==> config.mk <==
export PLATFORM = sky130hd
export DESIGN_NAME = gemm_regs
export DESIGN_NICKNAME = d
export VERILOG_FILES = /design/src/verilog/soc_bus_pkg.sv /design/src/verilog/gemm_regs.sv
export SDC_FILE = /design/constraint.sdc
export NUM_CORES = 1
export LEC_CHECK = 0
export BUFFER_PORTS_ARGS = -buffer_cell sky130_fd_sc_hd__buf_4
export CORE_MARGIN = 2
export CORE_UTILIZATION = 57
export DETAILED_ROUTE_END_ITERATION = 16
export PLACE_DENSITY = 0.85
export SLEW_MARGIN = 20
export SYNTH_ARGS = -nofsm -noshare
export SYNTH_HDL_FRONTEND = slang
export SYNTH_SLANG_ARGS = --single-unit
==> constraint.sdc <==
create_clock -name clk -period 11.4 [get_ports clk]
set_input_delay 0.57 -clock clk [delete_from_list [all_inputs] [get_ports clk]]
set_output_delay 0.57 -clock clk [all_outputs]
set_load 0.01 [all_outputs]
==> src/verilog/soc_bus_pkg.sv <==
package soc_bus_pkg;

  // System bus widths
  typedef logic [31:0] bus_addr_t;
  typedef logic [31:0] bus_word_t;
  typedef logic [3:0]  byte_mask_t;

  // Top nibble of the accelerator region
  localparam logic [3:0] GEMM_REGION = 4'h9;

  // Accelerator register offsets, one word each
  localparam logic [7:0] CTRL_OFS   = 8'h00;
  localparam logic [7:0] STATUS_OFS = 8'h04;
  localparam logic [7:0] A_ADDR_OFS = 8'h08;
  localparam logic [7:0] B_ADDR_OFS = 8'h0c;
  localparam logic [7:0] C_ADDR_OFS = 8'h10;
  localparam logic [7:0] DISP_OFS   = 8'h14;

  // CTRL and STATUS bit positions
  localparam int CTRL_START_BIT  = 0;
  localparam int STATUS_BUSY_BIT = 0;
  localparam int STATUS_DONE_BIT = 1;

endpackage

==> src/verilog/gemm_regs.sv <==
`timescale 1ns/1ps

module gemm_regs
  import soc_bus_pkg::*;
#(
  parameter int A_WID = 9
) (
  input  logic             clk,
  input  logic             rst,
  input  logic             regs_en,
  input  logic             bus_rdwr,
  input  bus_addr_t        bus_addr,
  input  bus_word_t        bus_wr_data,
  output bus_word_t        regs_rd_data,
  output logic             start,
  output logic [A_WID-1:0] a_addr,
  output logic [A_WID-1:0] b_addr,
  output logic [A_WID-1:0] c_addr,
  output bus_word_t        disp_value,
  input  logic             busy,
  input  logic             done
);

  logic [7:0] ofs;
  logic       wr;
  bus_word_t  a_reg, b_reg, c_reg, disp_reg;
  bus_word_t  status;

  assign ofs = bus_addr[7:0];
  assign wr  = regs_en && bus_rdwr;

  // One-cycle pulse, dropped while a run is in progress
  assign start = wr && (ofs == CTRL_OFS) && bus_wr_data[CTRL_START_BIT] && !busy;

  always_ff @(posedge clk) begin
    if (rst) begin
      disp_reg <= '0;
    end else if (wr && ofs == DISP_OFS) begin
      disp_reg <= bus_wr_data;
    end
  end

  always_ff @(posedge clk) begin
    if (wr && ofs == A_ADDR_OFS) a_reg <= bus_wr_data;
    if (wr && ofs == B_ADDR_OFS) b_reg <= bus_wr_data;
    if (wr && ofs == C_ADDR_OFS) c_reg <= bus_wr_data;
  end

  always_comb begin
    status = '0;
    status[STATUS_BUSY_BIT] = busy;
    status[STATUS_DONE_BIT] = done;
  end

  always_ff @(posedge clk) begin
    if (regs_en && !bus_rdwr) begin
      case (ofs)
        STATUS_OFS: regs_rd_data <= status;
        A_ADDR_OFS: regs_rd_data <= a_reg;
        B_ADDR_OFS: regs_rd_data <= b_reg;
        C_ADDR_OFS: regs_rd_data <= c_reg;
        DISP_OFS:   regs_rd_data <= disp_reg;
        default:    regs_rd_data <= '0; // CTRL reads as zero
      endcase
    end
  end

  // Byte addresses down to line addresses
  assign a_addr     = a_reg[A_WID+3:4];
  assign b_addr     = b_reg[A_WID+3:4];
  assign c_addr     = c_reg[A_WID+3:4];
  assign disp_value = disp_reg;

endmodule

==> flow_metrics.py <==
metrics = {
    "outcome": {
        "outcome": "completed",
    },
    "timing": {
        "drv_slew": 0,
        "min_period_ns": 3.033,
        "setup_tns_ns": 0,
        "clock.fmax_ghz": 0.3297,
        "hold_violations": 0,
        "relSlewSlack_pct": 38.27,
        "finalSetupViolations": 0,
        "rsz0062_at_grt": "no",
        "post-route-period-util_pct": 26.60,
        "final.setup_skew_ns": 0.009417,
        "setup_slack_ns": 8.367,
        "worst_slew_pin_slew_ns": 0.9260,
    },
    "clocking": {
        "htree_levels": 4,
        "cts_setup_buffers": 0,
        "clk_latency_ns": 0.41,
        "path_clk_slew_ns": 0.06,
        "tritoncts": "yes",
        "cts-root-buf": "clkbuf_16",
        "cts_num_sinks": 160,
        "hold_buffers": 0,
        "cts_made_buffers": 17,
        "post_cts_resized": 0,
        "cts_max_path_buffers": 2,
    },
    "route": {
        "ant_nets": 0,
        "drc": 0,
        "via_per_inst": 6.445,
        "wl_per_cell_microns": 22.49,
        "via_count": 4602,
        "first_pass_iters": 6,
        "drt_first_iter_violations": 352,
        "wirelength_microns": 16060,
    },
    "synth": {
        "yosys-top-cells-area": "edfxtp_1 (59%), dfxtp_1 (9.8%), mux2i_1 (4.7%), o31ai_1 (3.7%), buf_4 (3.5%)",
        "synth-main-ff-cell": "edfxtp_1",
        "async_reset_ff_share_pct": 0,
        "avgSynthCellArea_sq_um": 14.22,
        "synth-seq-cells": 160,
        "ys_types": 30,
        "yosysSeqAreaShare_pct": 68.27,
        "yosysTopAreaCellShare_pct": 58.51,
        "synth_most_common_cell": "edfxtp_1",
        "syn_nets": 532,
        "synth-edff-count": 128,
        "yosys.area.top_type": "edfxtp_1",
        "syn_inst": 462,
        "yosysWarnings": 0,
        "synth_area_sq_um": 6569,
    },
    "setup_path": {
        "worstPathRequired_ns": 11.43,
        "crit_top_cell": "buf_4",
        "critical_path.max_fanout": 40,
        "path_depth": 5,
        "cp-end-kind": "flip-flop",
        "cp_cell_sequence": "buf_4 -> nor4b_4 -> buf_4 -> and2_1 -> and3_2",
        "cpPeakStageDelay_ns": 0.93,
        "path_buf_inv": 2,
        "r2r_cells": 3,
        "critPathTopFamily": "simple AND/OR/NAND/NOR gates",
        "cp_data_arrival_time_ns": 3.06,
        "critical_path_class": "input port to flip-flop",
        "cpMaxStageDelayCell": "and3_2",
        "setup.worst_path.start_class": "input port",
    },
    "cells_and_area": {
        "design_area_sq_um": 8051,
        "fin_nets": 628,
        "drive_gt1_share_pct": 33.45,
        "antennaDiodeCount": 0,
        "syn_to_final_growth_pct": 22.57,
    },
    "place": {
        "port_buffers": 137,
        "dp_hpwl_microns": 8694,
        "place_ws_ns": 7.936,
        "postPlaceCellArea_sq_um": 7477,
        "gp_congestion": 0.8032,
    },
    "floorplanning": {
        "row_count": 39,
        "die_w_microns": 111.4,
        "start_util_pct": 58.02,
        "die-height_microns": 111.4,
        "die_area_sq_um": 12400,
        "core_sq_um": 11320,
        "ios": 162,
    },
    "global_route": {
        "grt_pass1_wl_microns": 24600,
        "grt_use_total_pct": 25.65,
        "grt_pass1_vias": 4675,
        "grt_start_max_net_pins": 64,
        "gr-total-overflow": 0,
        "grt_antenna_before_repair": 0,
    },
    "pwr": {
        "powerDensity_nw_per_um2": 150.2,
        "ir_drop_uv": 94.96,
        "leakagePower_nw": 3.125,
    },
    "worst_hold_path": {
        "min_path_cells": 1,
        "hold_class": "input port to flip-flop",
    },
    "run": {
        "drv_cap": 0,
    },
}
-- logic make-up (layout without fill, tap and decap cells) --
kind of cell    Yosys count  count (layout)  share of synthesized area [%]
mux                      33              33                          5.067
compound gates           98              98                          10.90
flops                   160             160                          68.27
buf+inv                  70             179                          6.457
simple gates            101             101                          9.314
-- layer usage --
layer | vias up | global-route usage [%] | wire [microns]
met5 | - | 0 | 0
met3 | 23 | 6.097 | 1484
li1 | 2015 | - | -
met4 | 0 | 11.69 | 234
met1 | 2273 | 35.86 | 6486
met2 | 291 | 38.74 | 7856
-- path summary, 6_finish.rpt --
path                   startpoint  slack (ns)               to
setup / recovery      bus_addr[2]        8.37        a_reg[20]
hold / removal    bus_wr_data[16]        0.36        c_reg[16]
setup reg to reg         c_reg[1]       10.03  regs_rd_data[1]
hold reg to reg    disp_value[25]        0.49   disp_value[25]
-- where the power goes --
| part | internal [mW] | switching, mW | total [mW] |
|---|---|---|---|
| Combinational | 0.0204 | 0.0350 | 0.0555 |
| Sequential | 0.631 | 0.000744 | 0.632 |
| Clock | 0.299 | 0.223 | 0.522 |
-- cell type report --
| type | count | area, sq um |
|---|---|---|
| repair buffers | 147 | 1124 |
| well taps | 143 | 178.9 |
| clock buffers | 18 | 429.2 |
| clock inverters | 14 | 117.6 |
| fillers | 765 | 3269 |
| multi-input cells | 232 | 1718 |
| flip-flops and latches | 160 | 4484 |
-- through the flow --
| step | total power, mW | utilization (%) | std cells | hold slack (ns) |
|---|---|---|---|---|
| after floorplan | 0.6684 | - | 462 | 0.4943 |
| after global placement | 0.6960 | 66.05 | 681 | 0.4704 |
| after detailed placement | 0.6977 | 66.05 | 681 | 0.4835 |
| after CTS | 1.211 | 70.88 | 713 | 0.3411 |
| after global routing | 1.238 | 71.12 | 714 | 0.3425 |
| final | 1.209 | 71.12 | 714 | 0.3574 |
-- cell usage in the layout, fill, tap and decap left out, types with 3 or more instances in the layout --
cell type   instances
a221o_1            15
mux2i_1            31
a21oi_1            32
clkinvlp_4          4
nor4_2              3
dfxtp_1            32
clkinv_4            3
clkinv_2            3
nand4_1            32
buf_4             146
a211o_1            16
clkbuf_16          17
edfxtp_1          128
nor3_1             32
and3_1             18
o31ai_1            32
(Power assumes the default switching activity.)
