File: src/verilog/gemm_pkg.sv
package gemm_pkg;

  // Matrix side length
  localparam int mat_dim = 4;

  // Signed input element and signed result element
  typedef logic signed [7:0]  elem_t;
  typedef logic signed [31:0] acc_t;

  // One memory line: 16 elements or 4 results
  typedef logic [127:0] line_t;

  // Controller sequence
  typedef enum logic [2:0] {
    IDLE,
    READ_A,
    READ_B,
    ROW,
    DONE
  } gemm_state_t;

endpackage

File: src/verilog/gemm_row_mac.sv
`timescale 1ns/1ps

module gemm_row_mac
  import gemm_pkg::*;
(
  input  elem_t [mat_dim-1:0] a_row,
  input  line_t               b_mat,
  output line_t               c_row
);

  always_comb begin
    acc_t  sum;
    elem_t b_elem;
    c_row = '0;
    for (int j = 0; j < mat_dim; j++) begin
      sum = '0;
      for (int k = 0; k < mat_dim; k++) begin
        b_elem = elem_t'(b_mat[8*(mat_dim*k + j) +: 8]); // B[k][j]
        sum    = sum + acc_t'(a_row[k]) * acc_t'(b_elem);
      end
      c_row[32*j +: 32] = sum;
    end
  end

endmodule

File: src/verilog/gemm_ctrl.sv
`timescale 1ns/1ps

module gemm_ctrl
  import gemm_pkg::*;
#(
  parameter int A_WID = 9
) (
  input  logic             clk,
  input  logic             rst,
  input  logic             start,
  input  logic [A_WID-1:0] a_addr,
  input  logic [A_WID-1:0] b_addr,
  input  logic [A_WID-1:0] c_addr,
  output logic             busy,
  output logic             done,
  output logic             line_en,
  output logic             line_rdwr,
  output logic [A_WID-1:0] line_addr,
  output line_t            line_wr_data,
  input  line_t            line_rd_data
);

  localparam int ROW_W = $clog2(mat_dim);
  localparam int ROW_BITS = mat_dim * 8;

  gemm_state_t             state_q, state_d;
  logic [ROW_W-1:0]        row_q;
  line_t                   a_line, b_line;
  line_t                   b_mat;
  elem_t [mat_dim-1:0]     a_row;
  line_t                   c_row;

  always_comb begin
    state_d = state_q;
    case (state_q)
      IDLE:    if (start) state_d = READ_A;
      READ_A:  state_d = READ_B;
      READ_B:  state_d = ROW;
      ROW:     if (row_q == ROW_W'(mat_dim - 1)) state_d = DONE;
      DONE:    state_d = IDLE;
      default: state_d = IDLE;
    endcase
  end

  always_ff @(posedge clk) begin
    if (rst) begin
      state_q <= IDLE;
      row_q   <= '0;
      done    <= 1'b0;
    end else begin
      state_q <= state_d;
      if (state_q == ROW) row_q <= row_q + 1'b1;
      else                row_q <= '0;
      if (state_q == IDLE && start) done <= 1'b0;
      else if (state_q == DONE)     done <= 1'b1;
    end
  end

  // A arrives during READ_B, B during the first row
  always_ff @(posedge clk) begin
    if (state_q == READ_B) a_line <= line_rd_data;
    if (state_q == ROW && row_q == '0) b_line <= line_rd_data;
  end

  assign b_mat = (row_q == '0) ? line_rd_data : b_line;
  assign a_row = a_line[ROW_BITS*row_q +: ROW_BITS];

  gemm_row_mac u_mac (
    .a_row (a_row),
    .b_mat (b_mat),
    .c_row (c_row)
  );

  always_comb begin
    line_en   = 1'b0;
    line_rdwr = 1'b0;
    line_addr = a_addr;
    case (state_q)
      READ_A: line_en = 1'b1;
      READ_B: begin
        line_en   = 1'b1;
        line_addr = b_addr;
      end
      ROW: begin
        line_en   = 1'b1;
        line_rdwr = 1'b1;
        line_addr = c_addr + A_WID'(row_q); // Row i goes to C plus i
      end
      default: ;
    endcase
  end

  assign line_wr_data = c_row;
  assign busy         = (state_q != IDLE);

endmodule

File: config.mk
export PLATFORM = sky130hd
export DESIGN_NAME = gemm_ctrl
export DESIGN_NICKNAME = d
export VERILOG_FILES = /design/src/verilog/gemm_pkg.sv /design/src/verilog/gemm_row_mac.sv /design/src/verilog/gemm_ctrl.sv
export SDC_FILE = /design/constraint.sdc
export NUM_CORES = 2
export LEC_CHECK = 0
export ABC_AREA = 1
export BUFFER_PORTS_ARGS = -buffer_cell sky130_fd_sc_hd__buf_2
export CAP_MARGIN = 20
export CORE_ASPECT_RATIO = 0.75
export CORE_MARGIN = 1
export CORE_UTILIZATION = 24
export CTS_CLUSTER_DIAMETER = 30
export DETAILED_ROUTE_END_ITERATION = 8
export PLACE_DENSITY = 0.37
export SYNTH_ARGS = -nofsm -noshare
export SYNTH_HDL_FRONTEND = slang
export SYNTH_SLANG_ARGS = --single-unit
File: constraint.sdc
create_clock -name clk -period 20.8 [get_ports clk]
set_input_delay 1.04 -clock clk [delete_from_list [all_inputs] [get_ports clk]]
set_output_delay 1.04 -clock clk [all_outputs]
set_load 0.05 [all_outputs]
==> summary.txt <==
Outcome: complete, no violations
Worst R2R Setup Slack: 16710 ps
Initial Util: 0.243
Synth area leaders: fa_1 34%, edfxtp_1 13%, inv_1 12%, ha_1 11%, nand2_1 9.1%
Synth unique cells: 46
Period minus WS final: 11900 ps
Max Slew Vio Count: 0
RSZ-0062 raised after global routing: no
Horiz. Die Dim: 577 um
CP Launch Point: row_q[0]
Data arrival time of the worst path: 10860 ps
WS Path Type: flip-flop to output port
Setup TNS: 0 ps
Worst-case clock buffer depth: 3
Post-Route Skew: 28.8 ps
First-pass GRT wire length: 331000 um
Hold bufs inserted after CTS: 0
Gates resized, CTS repair: 0
Layout cell share with drive strength beyond 1: 0.0935
Cell area after synthesis: 0.0595 mm^2
Max-Cap Viols: 0
Critical Path Max Stage Delay: 1040 ps
Vias in the first global route: 49268
Rows: 157
Worst Hold Class: flip-flop to flip-flop
FMAX: 84.0 MHz
Hold Worst Slack: 505 ps
Worst r2r src: row_q[0]
Yosys top cell area share: 0.341
Syn_nets: 9128
Post-synthesis sequential area ratio: 0.131
Detailed Route Iter0 Violations: 3020
Drt total wl: 221000 um
CP most frequent cell: fa_1
Yosys top cell by area: fa_1
Final GP Congestion: 0.883
Total track usage: 0.180
Crit end category: output port
CP Max Fanout: 128
Grt ovf: 0
I/O pins: 299
Area of the multi-input gates: 0.0437 mm^2
Average vias per placed instance: 4.27
Post-layout net count: 9416
Avg Inst Size Synth: 8.03 um^2
Routed wire length per instance: 20.0 um
Busiest grt layer: met2
Post-CTS setup buffers: 0
Slew at the pin closest to its max-slew limit: 1170 ps
Synth warn: 0
Worst-Skew Late Latency: 650 ps
Detail Route Antenna Nets: 0
Ys async rst share: 0
Crit-path slowest cell: mux2i_1
Met3 GRT Util: 0.0204
Synth-to-layout area growth: 13.1%
Port bufs: 298
Final hold violation count: 0
Area of the core: 0.245 mm^2
Pin count of the biggest net entering global routing: 129
Clock Sinks: 262
Routed vias: 47056
Die H: 433 um
Number of flops mapped to enable cells by yosys: 256
Crit share post-route: 0.572
H-tree levels: 3
# DRC: 0
Met1 Usage GRT: 0.264
Filler cell count: 26801
Antenna violations before repair: 79
Setup violators final: 0
Area of the die: 0.250 mm^2
Synth Instances: 7417
Met2 Usage GRT: 0.284
Clock slew at reported path FFs: 40 ps
First-pass DRT Iterations: 7
CTS Buf Count: 75
WP data required: 19760 ps
Crit start category: flip-flop
Slew headroom: 0.198
Ys flop type: edfxtp_1
CTS root buf: clkbuf_16
FF+latch count, synth: 262
HPWL Detailed: 187000 um
Seq. cell area: 0.00781 mm^2
Hold path start: done
CTS tree: done
-- cell usage after synthesis, types with 16 or more instances --
| master | n |
|---|---|
| inv_1 | 1832 |
| nand2_1 | 1436 |
| fa_1 | 1013 |
| nor2_1 | 900 |
| ha_1 | 540 |
| nand3_1 | 317 |
| edfxtp_1 | 256 |
| a21oi_1 | 173 |
| xnor2_1 | 124 |
| xor2_1 | 105 |
| o21ai_0 | 90 |
| inv_2 | 88 |
| o21ai_2 | 78 |
| buf_2 | 59 |
| or2_1 | 44 |
| o21ai_1 | 38 |
| nor2_2 | 35 |
| buf_4 | 34 |
| nand4_1 | 34 |
| nor3_1 | 28 |
| buf_6 | 26 |
| o21bai_1 | 25 |
| or2_2 | 22 |
| a31oi_1 | 20 |
| mux2i_2 | 16 |
-- worst paths after layout --
kind	to	cells past startpoint
max reg2reg	b_line[86]	7
min reg2reg	done	2
min	done	2
max	line_wr_data[121]	30
-- cell usage in the layout (no fill, tap or decap), types with 22 or more instances in the layout --
master        n
inv_1      1832
nand2_1    1434
fa_1       1013
nor2_1      899
ha_1        539
nand3_1     317
buf_2       298
edfxtp_1    256
a21oi_1     173
xnor2_1     124
xor2_1      105
o21ai_0      90
inv_2        88
o21ai_2      78
clkbuf_16    75
or2_1        44
buf_4        39
o21ai_1      38
nor2_2       35
nand4_1      34
nor3_1       28
o21bai_1     25
or2_2        22
-- worst max-delay path: cells and delay by family (launching register included) --
kind	cells	cell delay, ps
fa+ha+maj	9	4190
buf+inv	9	2130
compound gates	4	1050
mux	1	1040
simple gates	6	800
flops	1	480
xor+xnor	1	190
-- state kept, by name (all words and copies together) (netlist names) --
register  flops
a_line      128
b_line      128
done          1
row_q         2
state_q       3
-- routing by layer --
| layer | up-vias | part of all wire |
|---|---|---|
| li1 | 22689 | - |
| met1 | 23037 | 0.50 |
| met3 | 254 | 0.043 |
| met2 | 1054 | 0.44 |
| met4 | 22 | 0.019 |
| met5 | - | 0.00061 |
-- stage by stage --
stage	instances	util	setup slack, ps	instance area, um^2
after floorplan	7417	-	12390	59500
after global placement	10884	0.263	9640	64600
after detailed placement	10886	0.263	9580	64600
after CTS	11026	0.274	8900	67300
after global routing	11030	0.274	8400	67300
final	11033	0.275	8900	67400
-- cell families after synthesis --
logic type               after synthesis  synth area share
adder cells (fa/ha/maj)             1553             0.454
AND/OR/NAND/NOR                     2858             0.195
multiplexers                          26           0.00601
AO/OA/AOI/OAI                        438            0.0439
buffers and inverters               2051             0.136
flip-flops                           262             0.131
XOR/XNOR                             229            0.0337
-- layout make-up --
type,count,area share
clock buffers,86,0.0285
well taps,3259,0.0605
inverters,1922,0.107
diodes,6,0.000223
repair buffers,340,0.0275
flip-flops and latches,262,0.116
clock inverters,54,0.0119
multi-input cells,5104,0.648
Power is left out: the tool's default activity adds up to more than one toggle a clock period on the data nets, which glitch-free logic cannot reach.
