### src/verilog/soc_bus_pkg.sv
package soc_bus_pkg;

  // System bus widths
  typedef logic [31:0] bus_addr_t;
  typedef logic [31:0] bus_word_t;
  typedef logic [3:0]  byte_mask_t;

  // Top nibble of the accelerator region
  localparam logic [3:0] GEMM_REGION = 4'h9;

  // Accelerator register offsets, one word each
  localparam logic [7:0] CTRL_OFS   = 8'h00;
  localparam logic [7:0] STATUS_OFS = 8'h04;
  localparam logic [7:0] A_ADDR_OFS = 8'h08;
  localparam logic [7:0] B_ADDR_OFS = 8'h0c;
  localparam logic [7:0] C_ADDR_OFS = 8'h10;
  localparam logic [7:0] DISP_OFS   = 8'h14;

  // CTRL and STATUS bit positions
  localparam int CTRL_START_BIT  = 0;
  localparam int STATUS_BUSY_BIT = 0;
  localparam int STATUS_DONE_BIT = 1;

endpackage

### src/verilog/sevseg_scan.sv
`timescale 1ns/1ps

module sevseg_scan
  import soc_bus_pkg::*;
#(
  parameter int SCAN_BITS = 16
) (
  input  logic       clk,
  input  logic       rst,
  input  bus_word_t  value,
  output logic [7:0] an,
  output logic [6:0] a_to_g
);

  logic [SCAN_BITS+2:0] cnt;
  logic [2:0]           digit;
  logic [3:0]           nibble;

  always_ff @(posedge clk) begin
    if (rst) begin
      cnt <= '0;
    end else begin
      cnt <= cnt + 1'b1;
    end
  end

  assign digit  = cnt[SCAN_BITS+2:SCAN_BITS]; // Top bits pick the digit
  assign nibble = value[4*digit +: 4];
  assign an     = ~(8'b1 << digit);

  // Segments a..g from bit 6 down, low is lit
  always_comb begin
    case (nibble)
      4'h0: a_to_g = 7'b0000001;
      4'h1: a_to_g = 7'b1001111;
      4'h2: a_to_g = 7'b0010010;
      4'h3: a_to_g = 7'b0000110;
      4'h4: a_to_g = 7'b1001100;
      4'h5: a_to_g = 7'b0100100;
      4'h6: a_to_g = 7'b0100000;
      4'h7: a_to_g = 7'b0001111;
      4'h8: a_to_g = 7'b0000000;
      4'h9: a_to_g = 7'b0000100;
      4'ha: a_to_g = 7'b0001000;
      4'hb: a_to_g = 7'b1100000;
      4'hc: a_to_g = 7'b0110001;
      4'hd: a_to_g = 7'b1000010;
      4'he: a_to_g = 7'b0110000;
      default: a_to_g = 7'b0111000;
    endcase
  end

endmodule

### config.mk
export PLATFORM = sky130hd
export DESIGN_NAME = sevseg_scan
export DESIGN_NICKNAME = d
export VERILOG_FILES = /design/src/verilog/soc_bus_pkg.sv /design/src/verilog/sevseg_scan.sv
export SDC_FILE = /design/constraint.sdc
export NUM_CORES = 1
export LEC_CHECK = 0
export ABC_AREA = 1
export ABC_CLOCK_PERIOD_IN_PS = 2050
export BUFFER_PORTS_ARGS = -buffer_cell sky130_fd_sc_hd__buf_4
export CELL_PAD_IN_SITES_DETAIL_PLACEMENT = 0
export CELL_PAD_IN_SITES_GLOBAL_PLACEMENT = 1
export CORE_ASPECT_RATIO = 2
export CORE_MARGIN = 2
export CORE_UTILIZATION = 31
export DETAILED_ROUTE_END_ITERATION = 8
export PLACE_DENSITY_LB_ADDON = 0.2
export SLEW_MARGIN = 20
export SYNTH_ARGS = -nofsm -noshare
export SYNTH_HDL_FRONTEND = slang
export SYNTH_SLANG_ARGS = --single-unit
### constraint.sdc
create_clock -name clk -period 2.05 [get_ports clk]
set_clock_uncertainty 0.2 [all_clocks]
set_input_delay 0.41 -clock clk [delete_from_list [all_inputs] [get_ports clk]]
set_output_delay 0.41 -clock clk [all_outputs]
set_load 0.02 [all_outputs]
==> impl_results.md, run 1 <==
- Sum of negative setup slack: -2380 ps
- Largest voltage drop on the vdd net: 0.281 mV
- Sinks on the clock net: 19
- Crit Path Max Fanout: 7
- Leading register cell type out of synthesis: sky130_fd_sc_hd__dfxtp_1
- Clock Tree Root: sky130_fd_sc_hd__clkbuf_8
- Largest reg by FF count: cnt
- Chip width: approximately 55 um
- Share of the clock period used by the worst path after layout: 118%
- Setup CP Type: reg2out
- Number of flops mapped to enable cells by yosys: 0
- TritonCTS clock tree: done
- Antenna diode count: 0
- Total via count in the routed design: 1932
- Initial antenna violation count: 0
- Run status: complete, but fails checks
- Initial core utilization: a little under a third
- Number of buffers added to fix hold violations after cts: 0
- Number of instances in the synthesized netlist: 277
- Routability-driven placement congestion ratio: 0.912
- Clk buf depth: 2
- Count of pins on the block boundary: 49
- Violated checks: negative setup slack
- Worst-path clk slew: 70 ps
- Bufs and invs on worst path: 3
- Number of fill cells: a little over 500
- R2R Path Start: cnt[16]
- Antenna violation net count after detailed routing: 0
- CP Cell Sequence: buf_6 > nand2_2 > nand2_1 > nand2_1 > nand3_2 > nand2_4 > inv_4 > ha_4 > nand3_4 > nand2_2 > nand2_1 > nand2_2 > buf_6
- Initial DRC count: 44
- Area of the mapped netlist: 0.00160 mm2
- Clock buffers created by TritonCTS: 3
- Cell count after placement: just under 400
- Setup slack of the critical path after layout: -371 ps
- Final HPWL DP: between 3000 and 4000 um
- Most used cells in the layout excluding fill and tap cells: sky130_fd_sc_hd__nand2_1, sky130_fd_sc_hd__buf_4, sky130_fd_sc_hd__nand2_2
- Maximum clock frequency: 413 MHz
- Family with the most delay on the worst path: simple AND/OR/NAND/NOR gates
- Required arrival time at the worst endpoint: 1440 ps
- Post-layout nets: 394
- Core outline area: between 0.005 and 0.006 mm2
- Count of buffers from port buffering: 48
- Count of non-filler cells in the finished layout: ~400
- Average footprint of a synthesized cell: 5.76 um2
- Post-synthesis sequential area ratio: 23.8%
- Final wirelength: around 4700 um
- Row cnt: 37
- Final period demand of the worst path: 2420 ps
- Final Hold Vio Count: 0
- Worst rel slew slack: between 80% and 90%
- HP Start: rst
- Worst setup EP type: output pin
- First-pass GRT wire length: 8090 um
- Number of warnings reported in the yosys synthesis log: 0
- Maximum number of pins on one net before global-route repair: 13
- RSZ-0062 raised after global routing: true
- First element of the critical path: cnt[16]
- Slowest library cell on the worst path: sky130_fd_sc_hd__dfxtp_4
- Largest registers ranked by flip-flop count: cnt x19
- Power density cells: ~340 mW/mm2
- 1st-pass router iterations: 4
- Global routing usage summed across all routing layers: around 18%
- Final slew viol count: 0
- Setup-violating endpoint count in the final report: 7
- Measured slew at the worst slew-check pin: 265 ps
- Flip-flop count of the largest register after layout: 19
- MaxCap Viol Count: 0
- Via count of the first global-routing pass: 1831
- Worst-case register-to-register setup slack: around 400 ps
- Share of synthesized registers carrying an async set or reset: 0%
- Final-layout worst hold slack: 207 ps
- DRC violations left: 0
- Highest cell delay on the worst timing path: 390 ps
- Synth cell types: 27
- Vias per cell: 4.71
- Synthesized netlist net count: 318
- Layout cell share with drive strength beyond 1: 46.0%
- H-tree depth: 1
- Type of element launching the critical path: flop
- Leakage power total: 0.00121 uW
- Number of register bits inferred by synthesis: 19
- Syn-to-layout area delta: 63.5%
- Area of the die: just under 0.006 mm2
- Leading cell type in the layout, fill and taps excluded: sky130_fd_sc_hd__nand2_1
- Clk_lat worst skew: 250 ps
- Class of the tightest hold or removal check: in2reg
- Total grt overflow: 0
- Per-cell routed wire length: 11.5 um
- Crit path DAT: 1810 ps
- Die span in y: 105 um
## path summary, 6_finish.rpt
path | cells after the start | to
setup / recovery | 13 | a_to_g[0]
hold / removal | 2 | cnt[18]
setup reg to reg | 9 | cnt[18]
hold reg to reg | 1 | cnt[0]
## worst register-to-register path: stages (launching register included)
cell and delay [ps]:
sky130_fd_sc_hd__dfxtp_4 420, sky130_fd_sc_hd__buf_6 140, sky130_fd_sc_hd__buf_6 130, sky130_fd_sc_hd__nand2_4 50, sky130_fd_sc_hd__buf_4 130, sky130_fd_sc_hd__nor2_1 100, sky130_fd_sc_hd__nand2_1 70, sky130_fd_sc_hd__nor2_1 120
sky130_fd_sc_hd__nand3_1 80, sky130_fd_sc_hd__a21oi_1 130
## per-stage QoR
step / util, % / cell area, um2 / worst slack [ps] / total power [uW]
after CTS: 49.8 / 2510 / -351 / 876
final: 51.7 / 2610 / -371 / 883
after global routing: 51.7 / 2610 / -459 / 935
after floorplan: - / 1700 / -46.5 / 497
after global placement: 44.4 / 2240 / -164 / 583
after detailed placement: 44.4 / 2240 / -196 / 583
## cells in the mapped netlist (2+ instances only)
master | number | area (um2)
sky130_fd_sc_hd__dfxtp_1 | 19 | 380
sky130_fd_sc_hd__nor2_1 | 26 | 97.6
sky130_fd_sc_hd__nand2_1 | 129 | 484
sky130_fd_sc_hd__buf_6 | 3 | 33.8
sky130_fd_sc_hd__nor2_2 | 2 | 12.5
sky130_fd_sc_hd__nand2_4 | 2 | 22.5
sky130_fd_sc_hd__buf_2 | 2 | 10.0
sky130_fd_sc_hd__inv_1 | 19 | 71.3
sky130_fd_sc_hd__o21ai_0 | 5 | 25.0
sky130_fd_sc_hd__inv_2 | 4 | 15.0
sky130_fd_sc_hd__nand3_1 | 24 | 120
sky130_fd_sc_hd__nand3_2 | 3 | 30.0
sky130_fd_sc_hd__o21a_1 | 2 | 15.0
sky130_fd_sc_hd__a21oi_1 | 11 | 55.1
sky130_fd_sc_hd__nor3_1 | 4 | 20.0
sky130_fd_sc_hd__nand2_2 | 4 | 25.0
sky130_fd_sc_hd__ha_1 | 7 | 87.6
sky130_fd_sc_hd__o21ai_1 | 2 | 10.0
## per-layer routing
metal  wire length, um  vias to the layer above  global-route usage [%]  part of all wire [%]
met5                 0                        -                       0                     0
met4               119                        0                    4.29                   2.5
met3               257                       12                    2.55                   5.5
met2              2220                       55                    28.9                    47
met1              2110                      844                    25.3                    45
li1                  -                     1021                       -                     -
## cells by family (layout without fill, tap and decap cells)
| family | Yosys count | count (layout) | synth area share, % |
|---|---|---|---|
| adder cells (fa/ha/maj) | 7 | 7 | 5.49 |
| XOR/XNOR | 1 | 1 | 0.549 |
| flip-flops | 19 | 19 | 23.8 |
| AO/OA/AOI/OAI | 20 | 20 | 6.59 |
| AND/OR/NAND/NOR | 199 | 200 | 54.1 |
| buffers and inverters | 31 | 105 | 9.41 |
## power breakdown
group / switching (uW) / internal, uW / leakage, uW
Clock: 124 / 138 / 0.0000228
Sequential: 3.19 / 372 / 0.000155
Combinational: 126 / 120 / 0.00103
## layout make-up
| class | instances | area (um2) | area share, % |
|---|---|---|---|
| multi-input cells | 228 | 1380 | 52.9 |
| flip-flops and latches | 19 | 385 | 14.8 |
| inverters | 25 | 109 | 4.17 |
| repair buffers | 76 | 616 | 23.6 |
| well taps | 58 | 72.6 | 2.78 |
| clock buffers | 4 | 45.0 | 1.73 |
## timing repair
action / 4_1_cts / 5_1_grt
hold endpoints to repair: 0 / 0
setup buffers: 5 / 4
resized for setup: 50 / 22
pin swaps: 24 / 20
setup endpoints to repair: 7 / 9
cloned: 1 / 0
Note: power is estimated with default switching activity, not from simulation.
==> run 2: changes to the inputs <==
--- a/config.mk
+++ b/config.mk
@@ -6,13 +6,13 @@
 export NUM_CORES = 1
 export LEC_CHECK = 0
 export ABC_AREA = 1
-export ABC_CLOCK_PERIOD_IN_PS = 2050
+export ABC_CLOCK_PERIOD_IN_PS = 2600
 export BUFFER_PORTS_ARGS = -buffer_cell sky130_fd_sc_hd__buf_4
 export CELL_PAD_IN_SITES_DETAIL_PLACEMENT = 0
 export CELL_PAD_IN_SITES_GLOBAL_PLACEMENT = 1
 export CORE_ASPECT_RATIO = 2
 export CORE_MARGIN = 2
-export CORE_UTILIZATION = 31
+export CORE_UTILIZATION = 34
 export DETAILED_ROUTE_END_ITERATION = 8
 export PLACE_DENSITY_LB_ADDON = 0.2
 export SLEW_MARGIN = 20
==> constraint.sdc (replaced) <==
create_clock -name clk -period 2.6 [get_ports clk]
set_clock_uncertainty 0.2 [all_clocks]
set_input_delay 0.52 -clock clk [delete_from_list [all_inputs] [get_ports clk]]
set_output_delay 0.52 -clock clk [all_outputs]
set_load 0.02 [all_outputs]
==> impl_results.md, run 2 (synthesis gave the netlist of run 1 again) <==
- Count of pins on the block boundary: 49 (unchanged)
- Post-layout nets: 376 (was 394)
- Number of fill cells: 520 (was 503)
- Count of non-filler cells in the finished layout: 389 (was 410)
- Setup-violating endpoint count in the final report: 0 (was 7)
- Number of buffers added to fix hold violations after cts: 0 (unchanged)
- Final period demand of the worst path: ~2600 ps
- Layout cell share with drive strength beyond 1: 35.6% (was 46.0%)
- Initial DRC count: 28 (was 44)
- Largest reg by FF count: cnt (unchanged)
- Initial core utilization: 35.0% (was 31.6%)
- Cell count after placement: 380 (was 398)
- Worst-path clk slew: 70 ps (about the same)
- Initial antenna violation count: 0 (unchanged)
- Most used cells in the layout excluding fill and tap cells: sky130_fd_sc_hd__nand2_1, sky130_fd_sc_hd__buf_4, sky130_fd_sc_hd__nor2_1 (was sky130_fd_sc_hd__nand2_1, sky130_fd_sc_hd__buf_4, sky130_fd_sc_hd__nand2_2)
- RSZ-0062 raised after global routing: true (unchanged)
- Total via count in the routed design: 1870 (was 1932)
- Flip-flop count of the largest register after layout: 19 (unchanged)
- Clk buf depth: 2 (unchanged)
- HP Start: cnt[0] (was rst)
- CP Cell Sequence: buf_8 > nor2_4 > a21oi_2 > nand3_2 > nand2_4 > inv_4 > ha_4 > nand3_4 > nand2_1 > nand2_1 > nand2_1 > buf_6 (was buf_6 > nand2_2 > nand2_1 > nand2_1 > nand3_2 > nand2_4 > inv_4 > ha_4 > nand3_4 > nand2_2 > nand2_1 > nand2_2 > buf_6)
- Clock buffers created by TritonCTS: 3 (unchanged)
- Crit path DAT: 1860 ps (was 1810 ps)
- Clock Tree Root: sky130_fd_sc_hd__clkbuf_8 (unchanged)
- Highest cell delay on the worst timing path: 410 ps (was 390 ps)
- Sum of negative setup slack: 0 ps (was -2380 ps)
- Row cnt: 35 (was 37)
- Leakage power total: 0.00109 uW (was 0.00121 uW)
- Share of the clock period used by the worst path after layout: 99.2%
- Count of buffers from port buffering: 48 (unchanged)
- Maximum clock frequency: just under 400 MHz
- First-pass GRT wire length: 7580 um (was 8090 um)
- Run status: finished clean (was complete, but fails checks)
- Slowest library cell on the worst path: sky130_fd_sc_hd__dfxtp_4 (unchanged)
- Combined flip-flop and latch cell area: 389 um2 (was 385 um2)
- Final core occ: 51.5% (was 51.7%)
- Total grt overflow: 0 (unchanged)
- Power density cells: 283 mW/mm2 (was 338 mW/mm2)
- Final HPWL DP: 3700 um (was 3450 um)
- H-tree depth: 1 (unchanged)
- Setup slack at placement: 43.5 ps (was -196 ps)
- Vias per cell: 4.81 (was 4.71)
- Cell repeated most along the worst path: sky130_fd_sc_hd__nand2_1
- Die span in y: 101 um (was 105 um)
- 1st-pass router iterations: 4 (unchanged)
- Setup slack of the critical path after layout: 21.2 ps (was -371 ps)
- Worst setup EP type: output pin (unchanged)
- TritonCTS clock tree: done (unchanged)
- Per-cell routed wire length: 12.2 um (was 11.5 um)
- Required arrival time at the worst endpoint: 1880 ps (was 1440 ps)
- DRC violations left: 0 (unchanged)
- Via count of the first global-routing pass: 1813 (was 1831)
- Antenna violation net count after detailed routing: 0 (unchanged)
- Chip width: 52.4 um (was 54.7 um)
- Final slew viol count: 0 (unchanged)
- Antenna diode count: 0 (unchanged)
- Bufs and invs on worst path: 3 (unchanged)
- Final wirelength: 4760 um (was 4710 um)
- Routability-driven placement congestion ratio: 0.756 (was 0.912)
- Syn-to-layout area delta: 47.1% (was 63.5%)
- Final total power: 665 uW (was 883 uW)
- Global routing usage summed across all routing layers: 18.9% (was 18.2%)
- Measured slew at the worst slew-check pin: 259 ps (was 265 ps)
- Family with the most delay on the worst path: simple AND/OR/NAND/NOR gates (unchanged)
- Largest registers ranked by flip-flop count: cnt x19 (unchanged)
- Leading cell type in the layout, fill and taps excluded: sky130_fd_sc_hd__nand2_1 (unchanged)
- Area of the die: 0.00529 mm2 (was 0.00577 mm2)
- First element of the critical path: cnt[16] (unchanged)
- Class of the tightest hold or removal check: reg2reg (was in2reg)
- MaxCap Viol Count: 0 (unchanged)
- Final Hold Vio Count: 0 (unchanged)
- Maximum number of pins on one net before global-route repair: 19 (was 13)
- Core outline area: 0.00455 mm2 (was 0.00505 mm2)
- Worst rel slew slack: 82.6% (was 82.2%)
- Sinks on the clock net: 19 (unchanged)
- Crit Path Max Fanout: 5 (was 7)
- Setup CP Type: reg2out (unchanged)
- Area taken by multi-input logic gates: 0.00126 mm2 (was 0.00138 mm2)
- R2R Path Start: cnt[16] (unchanged)
- Clk_lat worst skew: 250 ps (about the same)
- Largest voltage drop on the vdd net: 0.380 mV (was 0.281 mV)
- Type of element launching the critical path: flop (unchanged)
-- run 2: cell type report --
class	instances	area share, %
sequential	19	16.6
multi-input combinational	228	53.7
clock buffer	4	1.92
timing repair buffer	58	20.4
tap	55	2.93
inverter	25	4.42
-- run 2: timing repair --
action	in CTS	in global routing
endpoints found under the setup margin	7	7
resized for setup	10	51
buffers inserted	1	2
hold endpoints to repair	0	0
pin swaps	1	12
cloned	0	2
-- run 2: worst paths after layout --
check	depth (start not counted)	to	slack, ps
worst max-delay path	12	a_to_g[3]	20
worst min-delay path	1	cnt[0]	250
worst max register to register	8	cnt[18]	1000
worst min register to register	1	cnt[0]	250
-- run 2: layer usage --
| layer | track usage, % | vias to the layer above | routed length, um |
|---|---|---|---|
| met3 | 1.48 | 13 | 149 |
| met5 | 0 | - | 0 |
| met4 | 8.88 | 0 | 142 |
| li1 | - | 978 | - |
| met1 | 17.5 | 834 | 1680 |
| met2 | 38.2 | 45 | 2790 |
-- run 2: worst register-to-register path: cells and delay by family (launching register included) --
family	cells	cell delay, ps
compound gates	1	160
buf+inv	2	280
simple gates	5	470
flops	1	410
-- run 2: stage by stage --
| stage | area (um2) | hold slack, ps |
|---|---|---|
| 3_5_place_dp | 2020 | 240 |
| 5_1_grt | 2350 | 277 |
| 2_1_floorplan | 1600 | 218 |
| 3_3_place_gp | 2020 | 227 |
| 4_1_cts | 2090 | 250 |
| 6_report | 2350 | 245 |
-- run 2: report_power, final --
part / switching [uW] / internal, uW
registers: 2.59 / 293
logic: 84.2 / 82.8
clock network: 94.0 / 109
total: 181 / 484
