--- src/verilog/soc_bus_pkg.sv ---
package soc_bus_pkg;

  // System bus widths
  typedef logic [31:0] bus_addr_t;
  typedef logic [31:0] bus_word_t;
  typedef logic [3:0]  byte_mask_t;

  // Top nibble of the accelerator region
  localparam logic [3:0] GEMM_REGION = 4'h9;

  // Accelerator register offsets, one word each
  localparam logic [7:0] CTRL_OFS   = 8'h00;
  localparam logic [7:0] STATUS_OFS = 8'h04;
  localparam logic [7:0] A_ADDR_OFS = 8'h08;
  localparam logic [7:0] B_ADDR_OFS = 8'h0c;
  localparam logic [7:0] C_ADDR_OFS = 8'h10;
  localparam logic [7:0] DISP_OFS   = 8'h14;

  // CTRL and STATUS bit positions
  localparam int CTRL_START_BIT  = 0;
  localparam int STATUS_BUSY_BIT = 0;
  localparam int STATUS_DONE_BIT = 1;

endpackage

--- src/verilog/bus_router.sv ---
`timescale 1ns/1ps

module bus_router
  import soc_bus_pkg::*;
(
  input  logic      clk,
  input  logic      rst,
  input  logic      bus_en,
  input  bus_addr_t bus_addr,
  input  bus_word_t mem_rd_data,
  input  bus_word_t regs_rd_data,
  output logic      mem_en,
  output logic      regs_en,
  output bus_word_t bus_rd_data
);

  logic is_gemm;
  logic regs_sel_q; // Target of the last access

  assign is_gemm = (bus_addr[31:28] == GEMM_REGION);
  assign mem_en  = bus_en && !is_gemm;
  assign regs_en = bus_en && is_gemm;

  always_ff @(posedge clk) begin
    if (rst) begin
      regs_sel_q <= 1'b0;
    end else if (bus_en) begin
      regs_sel_q <= is_gemm;
    end
  end

  // Data returns one cycle after the strobe
  assign bus_rd_data = regs_sel_q ? regs_rd_data : mem_rd_data;

endmodule

--- config.mk ---
export PLATFORM = sky130hd
export DESIGN_NAME = bus_router
export DESIGN_NICKNAME = d
export VERILOG_FILES = /design/src/verilog/soc_bus_pkg.sv /design/src/verilog/bus_router.sv
export SDC_FILE = /design/constraint.sdc
export NUM_CORES = 1
export LEC_CHECK = 0
export BUFFER_PORTS_ARGS = -buffer_cell sky130_fd_sc_hd__buf_4
export CORE_MARGIN = 4
export CORE_UTILIZATION = 21
export DETAILED_ROUTE_END_ITERATION = 12
export MAX_ROUTING_LAYER = met4
export PLACE_DENSITY_LB_ADDON = 0.1
export RECOVER_POWER = 100
export SKIP_LAST_GASP = 1
export SLEW_MARGIN = 10
export SYNTH_ARGS = -nofsm -noshare
export SYNTH_HDL_FRONTEND = slang
export SYNTH_SLANG_ARGS = --single-unit
--- constraint.sdc ---
create_clock -name clk -period 0.9 [get_ports clk]
set_input_delay 0 -clock clk [delete_from_list [all_inputs] [get_ports clk]]
set_output_delay 0 -clock clk [all_outputs]
set_load 0.02 [all_outputs]
==> results of run 1 <==
-- report_power, final --
group / switching [mW] / leakage [nW] / internal, mW
combinational: 0.233 / 0.748 / 0.414
clock: 0 / 0 / 0
sequential: 0.00200 / 0.00887 / 0.0434
total: 0.235 / 0.757 / 0.458
-- path summary, 6_finish.rpt --
path / from / endpoint / slack [ns] / cells after the start
min: bus_en / regs_sel_q$_SDFFE_PP0P_ / 0.26 / 2
min reg2reg: regs_sel_q$_SDFFE_PP0P_ / regs_sel_q$_SDFFE_PP0P_ / 0.73 / 2
max: regs_sel_q$_SDFFE_PP0P_ / bus_rd_data[0] / -0.11 / 3
max reg2reg: regs_sel_q$_SDFFE_PP0P_ / regs_sel_q$_SDFFE_PP0P_ / 0.08 / 2
-- area by class of cell --
cell class / instances / area (sq um) / share of cell area (%)
timing repair buffer: 107 / 833.3 / 58.94
multi-input combinational: 37 / 514.2 / 36.37
tap: 31 / 38.79 / 2.743
sequential: 1 / 23.77 / 1.681
inverter: 1 / 3.754 / 0.2655
-- critical path: stages (launching register included) --
cell and delay (ns):
dfxtp_4 0.39, buf_12 0.16, mux2_4 0.31, buf_4 0.16
-- metrics by stage --
step / setup TNS, ns / setup slack [ns] / hold WS [ns] / power, mW
final: -3.086 / -0.1145 / 0.2562 / 0.6926
after global routing: -3.996 / -0.1436 / 0.2714 / 0.7297
after CTS: -3.286 / -0.1212 / 0.2586 / 0.7042
after detailed placement: -5.056 / -0.1783 / 0.2570 / 0.7056
after global placement: -4.859 / -0.1698 / 0.2546 / 0.6991
after floorplan: -0.02166 / -0.0007219 / 0.1455 / 0.3253
-- cell usage in the layout, fill, tap and decap left out --
cell      count
a31o_2        1
and2_1        1
and4bb_2      1
buf_12        3
buf_4       102
clkbuf_1      2
dfxtp_4       1
inv_1         1
mux2_2        2
mux2_4       30
nor2b_1       1
nor3b_1       1
-- cells by family (layout without fill, tap and decap cells) --
group           Yosys count  count (layout)  synth area share (%)
buf+inv                   5             108                 12.32
compound gates            1               1                 1.438
mux                      32              32                 77.62
flops                     1               1                 3.286
simple gates              4               4                 5.340
-- routing by layer --
metal | global-route usage (%) | vias to the layer above | wire (um)
li1 | - | 368 | -
met1 | 11.00 | 329 | 773
met2 | 28.25 | 60 | 1579
met3 | 0.6198 | 0 | 333
met4 | 0 | 0 | 0
met5 | - | - | 0
==> impl_results.md, run 1 <==
- Outcome: complete, but fails checks
- Failing checks: negative setup slack
- Min setup slack post-route: -0.1145 ns
- Synth unique cells: 11
- Filler cell count in the final layout: 260
- Power per unit of standard cell area: 489.8 nW/um^2
- Drt first pass iters: 3
- Fin. Hold Viols: 0
- Core footprint: 2758 sq um
- Instance count of the mapped netlist: 43
- Average via count per standard cell: 4.277
- P_leak: 0.7569 nW
- Mean post-synth cell area: 14.17 sq um
- Number of antenna diodes: 0
- Peak clock frequency supported by timing: 985.7 MHz
- Vias in the first global route: 798
- DR vias: 757
- Portion of synthesized cell area occupied by the leading cell type: 73.92%
- Initial DRC count: 19
- Synth area leader: mux2_4
- Max Fanout on Critical Path: 10
- Routability-driven placement congestion ratio: 0.7537
- Aggregate global routing overflow: 0
- Post-route design area: 1414 sq um
- Biggest area contributors in the synthesized netlist: mux2_4, buf_12, mux2_2, dfxtp_1, and4bb_2
- RSZ-0062 raised after global routing: true
- Starting Density: 22.10%
- Type of the worst setup path: reg2out
- Signed area change from the synthesized netlist to the final layout: 132.0%
- Final core area utilization: 51.27%
- Post-cts sizing count: 1
- Placed cell area: 1419 sq um
- Sequential cell area fraction in the yosys report: 3.285%
- Remaining antenna violation count: 0
- I/O pin cnt: 133
- Wire length of the first global-routing pass: 3367 um
- HPWL Detailed: 2549 um
- Number of setup buffers added after CTS: 0
- Actual slew at the worst max-slew pin: 0.2591 ns
- Quantity of I/O buffers inserted on ports: 104
- Final critical path time including I/O delays and setup: 1.015 ns
- Kind of capture point of the worst setup path: output pin
- Largest register FFs: 1
- Most frequently used cell type in the post-synthesis netlist: mux2_4
- Largest net degree at the start of global routing: 11
- Overall Global Routing Usage: 12.26%
- Fin. max-slew vios: 0
- Category of the worst setup path launch point: flop
- Area enclosed by the die boundary: 3827 sq um
- Hold WC Path Type: in2reg
- Clock latency of the later-clocked register in the worst-skew pair: 0 ns
- Die Width: 61.87 um
- Synth warnings: 0
- Required time at the worst-slack endpoint: 0.90 ns
- Final setup fails: 30
- Max-cap viol count: 0
- Leading register cell type out of synthesis: dfxtp_1
- Initial antenna violation count: 0
- Number of hold buffers added after CTS: 0
- Site row count: 19
- Number of synthesized flops with an enable pin: 0
- Share of flip-flops with an asynchronous set or reset: 0%
- Clock skew: 0 ns
- Arrival time at the worst endpoint: 1.01 ns
- Synthesis-stage register bit count: 1
- Fraction of final layout cells sized beyond drive strength 1: 95.89%
- WL per Instance: 15.18 um
- Number of remaining DRC errors: 0
- Period utilization: 112.7%
- Clock transition at the registers of the reported paths: 0 ns
- Cell count after placement: 177
- Cell types with the highest counts after synthesis: mux2_4, buf_12, mux2_2
- Final Instance Count excl. Fillers: 177
- Max VDD drop: 0.0002758 V
- Register bank with the most flops: regs_sel_q
- Max-Slew Margin vs Limit: 82.80%
- Regs by FF count: regs_sel_q: 1 flops
- Overall die height: 61.87 um
- Number of nets produced by synthesis: 142
- Layout net count: 247
- Post-Synthesis Cell Area: 609.3 sq um
- Wire length reported by the detailed router: 2686 um
(Power assumes the default switching activity.)
==> run 2, diff against run 1 <==
--- a/config.mk
+++ b/config.mk
@@ -5,13 +5,14 @@
 export SDC_FILE = /design/constraint.sdc
 export NUM_CORES = 1
 export LEC_CHECK = 0
-export BUFFER_PORTS_ARGS = -buffer_cell sky130_fd_sc_hd__buf_4
-export CORE_MARGIN = 4
-export CORE_UTILIZATION = 21
+export CORE_AREA = 4 4 50 52
 export DETAILED_ROUTE_END_ITERATION = 12
+export DIE_AREA = 0 0 54 56
+export DONT_BUFFER_PORTS = 1
 export MAX_ROUTING_LAYER = met4
 export PLACE_DENSITY_LB_ADDON = 0.1
 export RECOVER_POWER = 100
+export SKIP_CTS_REPAIR_TIMING = 1
 export SKIP_LAST_GASP = 1
 export SLEW_MARGIN = 10
 export SYNTH_ARGS = -nofsm -noshare
==> impl_results.md, run 2 (synthesized netlist as in run 1, its figures left out) <==
- Quantity of I/O buffers inserted on ports: 0 (-100%)
- Actual slew at the worst max-slew pin: 0.3985 ns (+0.1394 ns)
- Die Width: 54 um (-13%)
- Peak clock frequency supported by timing: 1093 MHz (+11%)
- Largest register FFs: 1 (unchanged)
- Footprint of the flip-flops and latches: 23.77 sq um (unchanged)
- Period utilization: 101.7% (-11 points)
- Number of remaining DRC errors: 0 (unchanged)
- Routability-driven placement congestion ratio: 0.7376 (-2.1%)
- Worst Path Buf+Inv: 1 (-1)
- Min setup slack post-route: -0.01491 ns (+0.09960 ns)
- Final setup TNS: -0.2453 ns (+2.841 ns)
- Remaining antenna violation count: 0 (unchanged)
- Fin. max-slew vios: 0 (unchanged)
- Count of cell instances traversed by the critical path: 2 (-1)
- Area used by multi-input combinational logic: 514.2 sq um (unchanged)
- Final critical path time including I/O delays and setup: 0.9149 ns (-0.09960 ns)
- Final core area utilization: 31.02% (-20 points)
- Most common library cell in the layout ignoring fill and taps: mux2_4
- P_leak: 0.2720 nW (-64%)
- Max VDD drop: 0.0002897 V (+5.0%)
- Arrival time at the worst endpoint: 0.91 ns (-0.10 ns)
- Initial DRC count: 0 (-19)
- Series of cell instances along the critical path: clkbuf_16 > mux2_4
- Starting Density: 28.94% (+6.8 points)
- RSZ-0062 raised after global routing: true
- Worst Reg-to-Reg Cells: 2 (unchanged)
- Placed cell area: 614.3 sq um (-57%)
- Fin. Hold Viols: 0 (unchanged)
- Hold WC Path Type: in2reg
- Filler cell count in the final layout: 224 (-14%)
- Crit path max-delay family: flip-flops
- Drt first pass iters: 1 (-2)
- Initial antenna violation count: 0 (unchanged)
- Post-route design area: 653.1 sq um (-54%)
- Required time at the worst-slack endpoint: 0.90 ns (about the same)
- Overall die height: 56 um (-9.5%)
- Register bank with the most flops: regs_sel_q
- Critical-path top delay cell: dfxtp_4
- Outcome: complete, but fails checks
- Regs by FF count: regs_sel_q: 1 flops
- Layout net count: 144 (-42%)
- Clock skew: 0 ns (unchanged)
- Max-cap viol count: 0 (unchanged)
- Type of the worst setup path: reg2out
- Number of antenna diodes: 0 (unchanged)
- Largest net degree at the start of global routing: 21 (+10)
- Clock transition at the registers of the reported paths: 0 ns (unchanged)
- Final setup fails: 25 (-17%)
- Average via count per standard cell: 5.859 (+37%)
- Worst path max stage delay: 0.40 ns (about the same)
- Max Fanout on Critical Path: 7 (-3)
- DR vias: 416 (-45%)
- Signed area change from the synthesized netlist to the final layout: 7.187%
- Wire length of the first global-routing pass: 2373 um (-30%)
- I/O pin cnt: 133 (unchanged)
- Commonest cells after routing, fill and taps aside: mux2_4, mux2_2, buf_12
- Worst hold slack: 0.1529 ns (-0.1033 ns)
- WL per Instance: 30.13 um (+99%)
- Core footprint: 2106 sq um (-24%)
- Area enclosed by the die boundary: 3024 sq um (-21%)
- Failing checks: negative setup slack
- Power per unit of standard cell area: 522.5 nW/um^2 (+6.7%)
- Clock latency of the later-clocked register in the worst-skew pair: 0 ns (unchanged)
- Aggregate global routing overflow: 0 (unchanged)
- Vias in the first global route: 465 (-42%)
- Tot Pwr: 0.3412 mW (-51%)
- Worst hold stages: 1 (-1)
- Overall Global Routing Usage: 10.70% (-1.6 points)
- Site row count: 17 (-2)
- Fraction of final layout cells sized beyond drive strength 1: 90.70% (-5.2 points)
- Kind of capture point of the worst setup path: output pin
- Max-Slew Margin vs Limit: 73.38% (-9.4 points)
- Category of the worst setup path launch point: flop
- Wire length reported by the detailed router: 2139 um (-20%)
run 2: final cells by class:
class | count | area share [%]
repair buffers | 4 | 11.69
multi-input cells | 37 | 78.74
inverters | 1 | 0.5747
well taps | 28 | 5.364
flip-flops and latches | 1 | 3.640
run 2: per-layer routing:
metal | routed length (um) | vias up | GRT usage [%]
met1 | 679 | 183 | 9.236
li1 | - | 161 | -
met4 | 19 | 0 | 1.068
met5 | 0 | - | -
met3 | 272 | 2 | 1.072
met2 | 1167 | 70 | 23.18
run 2: final timing paths:
kind / start / to / slack (ns)
setup reg to reg: regs_sel_q$_SDFFE_PP0P_ / regs_sel_q$_SDFFE_PP0P_ / 0.06
hold reg to reg: regs_sel_q$_SDFFE_PP0P_ / regs_sel_q$_SDFFE_PP0P_ / 0.76
setup / recovery: regs_sel_q$_SDFFE_PP0P_ / bus_rd_data[16] / -0.01
hold / removal: bus_en / regs_sel_q$_SDFFE_PP0P_ / 0.15
run 2: stage by stage:
stage / instances / worst slack, ns
finish: 71 / -0.01491
global route: 71 / -0.02988
CTS: 69 / -0.06956
detailed placement: 69 / -0.07152
global placement: 69 / -0.05359
floorplan: 43 / -0.0007219
run 2: worst register-to-register path: stages, from the launching register on:
cell and delay, ns:
dfxtp_4 0.37, nor3b_1 0.15, a31o_2 0.20
run 2: power by group:
part           switching [mW]  leakage (nW)  internal, mW
Combinational           0.163         0.263         0.133
Clock                       0             0             0
Sequential            0.00232       0.00887        0.0434
==> run 3, diff against run 2 <==
==> constraint.sdc (replaced) <==
create_clock -name clk -period 1.1 [get_ports clk]
set_input_delay 0 -clock clk [delete_from_list [all_inputs] [get_ports clk]]
set_output_delay 0 -clock clk [all_outputs]
set_load 0.02 [all_outputs]
==> impl_results.md, run 3 (synthesized netlist as in run 1, its figures left out) <==
- Portion of total power attributed to the clock network: 0% (unchanged)
- Clock latency of the later-clocked register in the worst-skew pair: 0 ns (unchanged)
- Register bank with the most flops: regs_sel_q
- Initial antenna violation count: 0 (unchanged)
- Fraction of final layout cells sized beyond drive strength 1: 85.37% (-5.3 points)
- Worst hold slack: 0.1500 ns (-0.002852 ns)
- Number of remaining DRC errors: 0 (unchanged)
- Overall Global Routing Usage: 11.39% (+0.69 points)
- Fin. Hold Viols: 0 (unchanged)
- Average via count per standard cell: 5.638 (-3.8%)
- Critical-path top delay cell: mux2_4
- Clock transition at the registers of the reported paths: 0 ns (unchanged)
- Overall die height: 56 um (unchanged)
- Wire length of the first global-routing pass: 2497 um (+5.2%)
- Min setup slack post-route: 0.1063 ns (+0.1212 ns)
- Final critical path time including I/O delays and setup: 0.9937 ns
- Series of cell instances along the critical path: buf_6 > mux2_4
- Vias in the first global route: 480 (+3.2%)
- RSZ-0062 raised after global routing: false
- Actual slew at the worst max-slew pin: 0.4064 ns (+0.007899 ns)
- Drt first pass iters: 3 (+2)
- Final setup TNS: 0 ns (+0.2453 ns)
- Die Width: 54 um (unchanged)
- Core footprint: 2106 sq um (unchanged)
- Relative contribution of sequential cells to total power: 14.0% (+0.6 points)
- Period utilization: 90.33%
- WL per Instance: 29.96 um (-0.57%)
- Clock skew: 0 ns (unchanged)
- Outcome: finished, final reports clean
- DR vias: 389 (-6.5%)
- Most common library cell in the layout ignoring fill and taps: mux2_4
- Category of the worst setup path launch point: flop
- Signed area change from the synthesized netlist to the final layout: -2.669%
- Max-Slew Margin vs Limit: 72.85% (-0.53 points)
- Arrival time at the worst endpoint: 0.99 ns (+0.08 ns)
- Commonest cells after routing, fill and taps aside: mux2_4, mux2_1
- Max Fanout on Critical Path: 20 (+13)
- Site row count: 17 (unchanged)
- Internal: 0.1398 mW (-21%)
- Net Sw Power: 0.1339 mW (-19%)
- Remaining antenna violation count: 0 (unchanged)
- Largest register FFs: 1 (unchanged)
- Worst path max stage delay: 0.37 ns (-0.03 ns)
- Starting Density: 28.94% (unchanged)
- Combinational fraction of design power: 86.0% (-0.6 points)
- Initial DRC count: 2 (+2)
- Number of antenna diodes: 0 (unchanged)
- Max VDD drop: 0.0002333 V (-19%)
- Worst Path Buf+Inv: 1 (unchanged)
- Aggregate global routing overflow: 0 (unchanged)
- HPWL Detailed: 2001 um
- Tot Pwr: 0.2737 mW (-20%)
- Wire length reported by the detailed router: 2067 um (-3.4%)
- Peak clock frequency supported by timing: 1006 MHz
- Kind of capture point of the worst setup path: output pin
- Largest net degree at the start of global routing: 21 (unchanged)
- Hold WC Path Type: in2reg
- Required time at the worst-slack endpoint: 1.10 ns (+0.20 ns)
- P_leak: 0.2509 nW (-7.8%)
- Max-cap viol count: 0 (unchanged)
- Routability-driven placement congestion ratio: 0.7778 (+5.5%)
- Fin. max-slew vios: 0 (unchanged)
- Final core area utilization: 28.16% (-2.9 points)
- Final setup fails: 0 (-100%)
- I/O pin cnt: 133 (unchanged)
- Power per unit of standard cell area: 461.4 nW/um^2 (-12%)
- Crit path max-delay family: multiplexers
- Switching portion of total power: 48.91% (+0.51 points)
- Type of the worst setup path: reg2out
- Area enclosed by the die boundary: 3024 sq um (unchanged)
- Minimum setup slack after placement: 0.1282 ns (+0.1997 ns)
- Regs by FF count: regs_sel_q: 1 flops
- Quantity of I/O buffers inserted on ports: 0 (unchanged)
- Layout net count: 142 (-1.4%)
-- run 3: worst register-to-register path: cells and delay by family (launching register included) --
kind             cells  cell delay [ns]
flip-flops           1             0.32
AND/OR/NAND/NOR      1             0.14
AO/OA/AOI/OAI        1             0.20
-- run 3: layout make-up --
type / count / area [sq um]
Fill cell: 228 / 1513
Inverter: 1 / 3.754
Tap cell: 28 / 35.03
Multi-Input combinational cell: 37 / 514.2
Timing Repair Buffer: 2 / 18.77
Sequential cell: 1 / 21.27
-- run 3: final timing paths --
kind,slack (ns),endpoint,startpoint,cells after the start
worst max-delay path,0.11,bus_rd_data[18],regs_sel_q$_SDFFE_PP0P_,2
worst min-delay path,0.15,regs_sel_q$_SDFFE_PP0P_,bus_en,1
worst max register to register,0.32,regs_sel_q$_SDFFE_PP0P_,regs_sel_q$_SDFFE_PP0P_,2
worst min register to register,0.71,regs_sel_q$_SDFFE_PP0P_,regs_sel_q$_SDFFE_PP0P_,2
-- run 3: metrics by stage --
stage | instances | cell area [sq um]
after CTS | 69 | 601.8
after global placement | 69 | 601.8
after detailed placement | 69 | 601.8
after floorplan | 43 | 609.3
after global routing | 69 | 593.1
final | 69 | 593.1
-- run 3: power by group through the flow --
| stage | sequential [mW] | clock [mW] | combinational, mW |
|---|---|---|---|
| after global routing | 0.0386 | 0 | 0.244 |
| after detailed placement | 0.0387 | 0 | 0.242 |
| after floorplan | 0.0378 | 0 | 0.228 |
| after CTS | 0.0386 | 0 | 0.243 |
| final | 0.0384 | 0 | 0.235 |
| after global placement | 0.0386 | 0 | 0.240 |
-- run 3: metal layers --
layer,vias to the layer above,track usage [%],part of all wire (%)
li1,157,-,-
met1,163,9.698,28
met2,69,25.26,56
met3,0,1.340,15
met4,0,0,0
met5,-,-,0
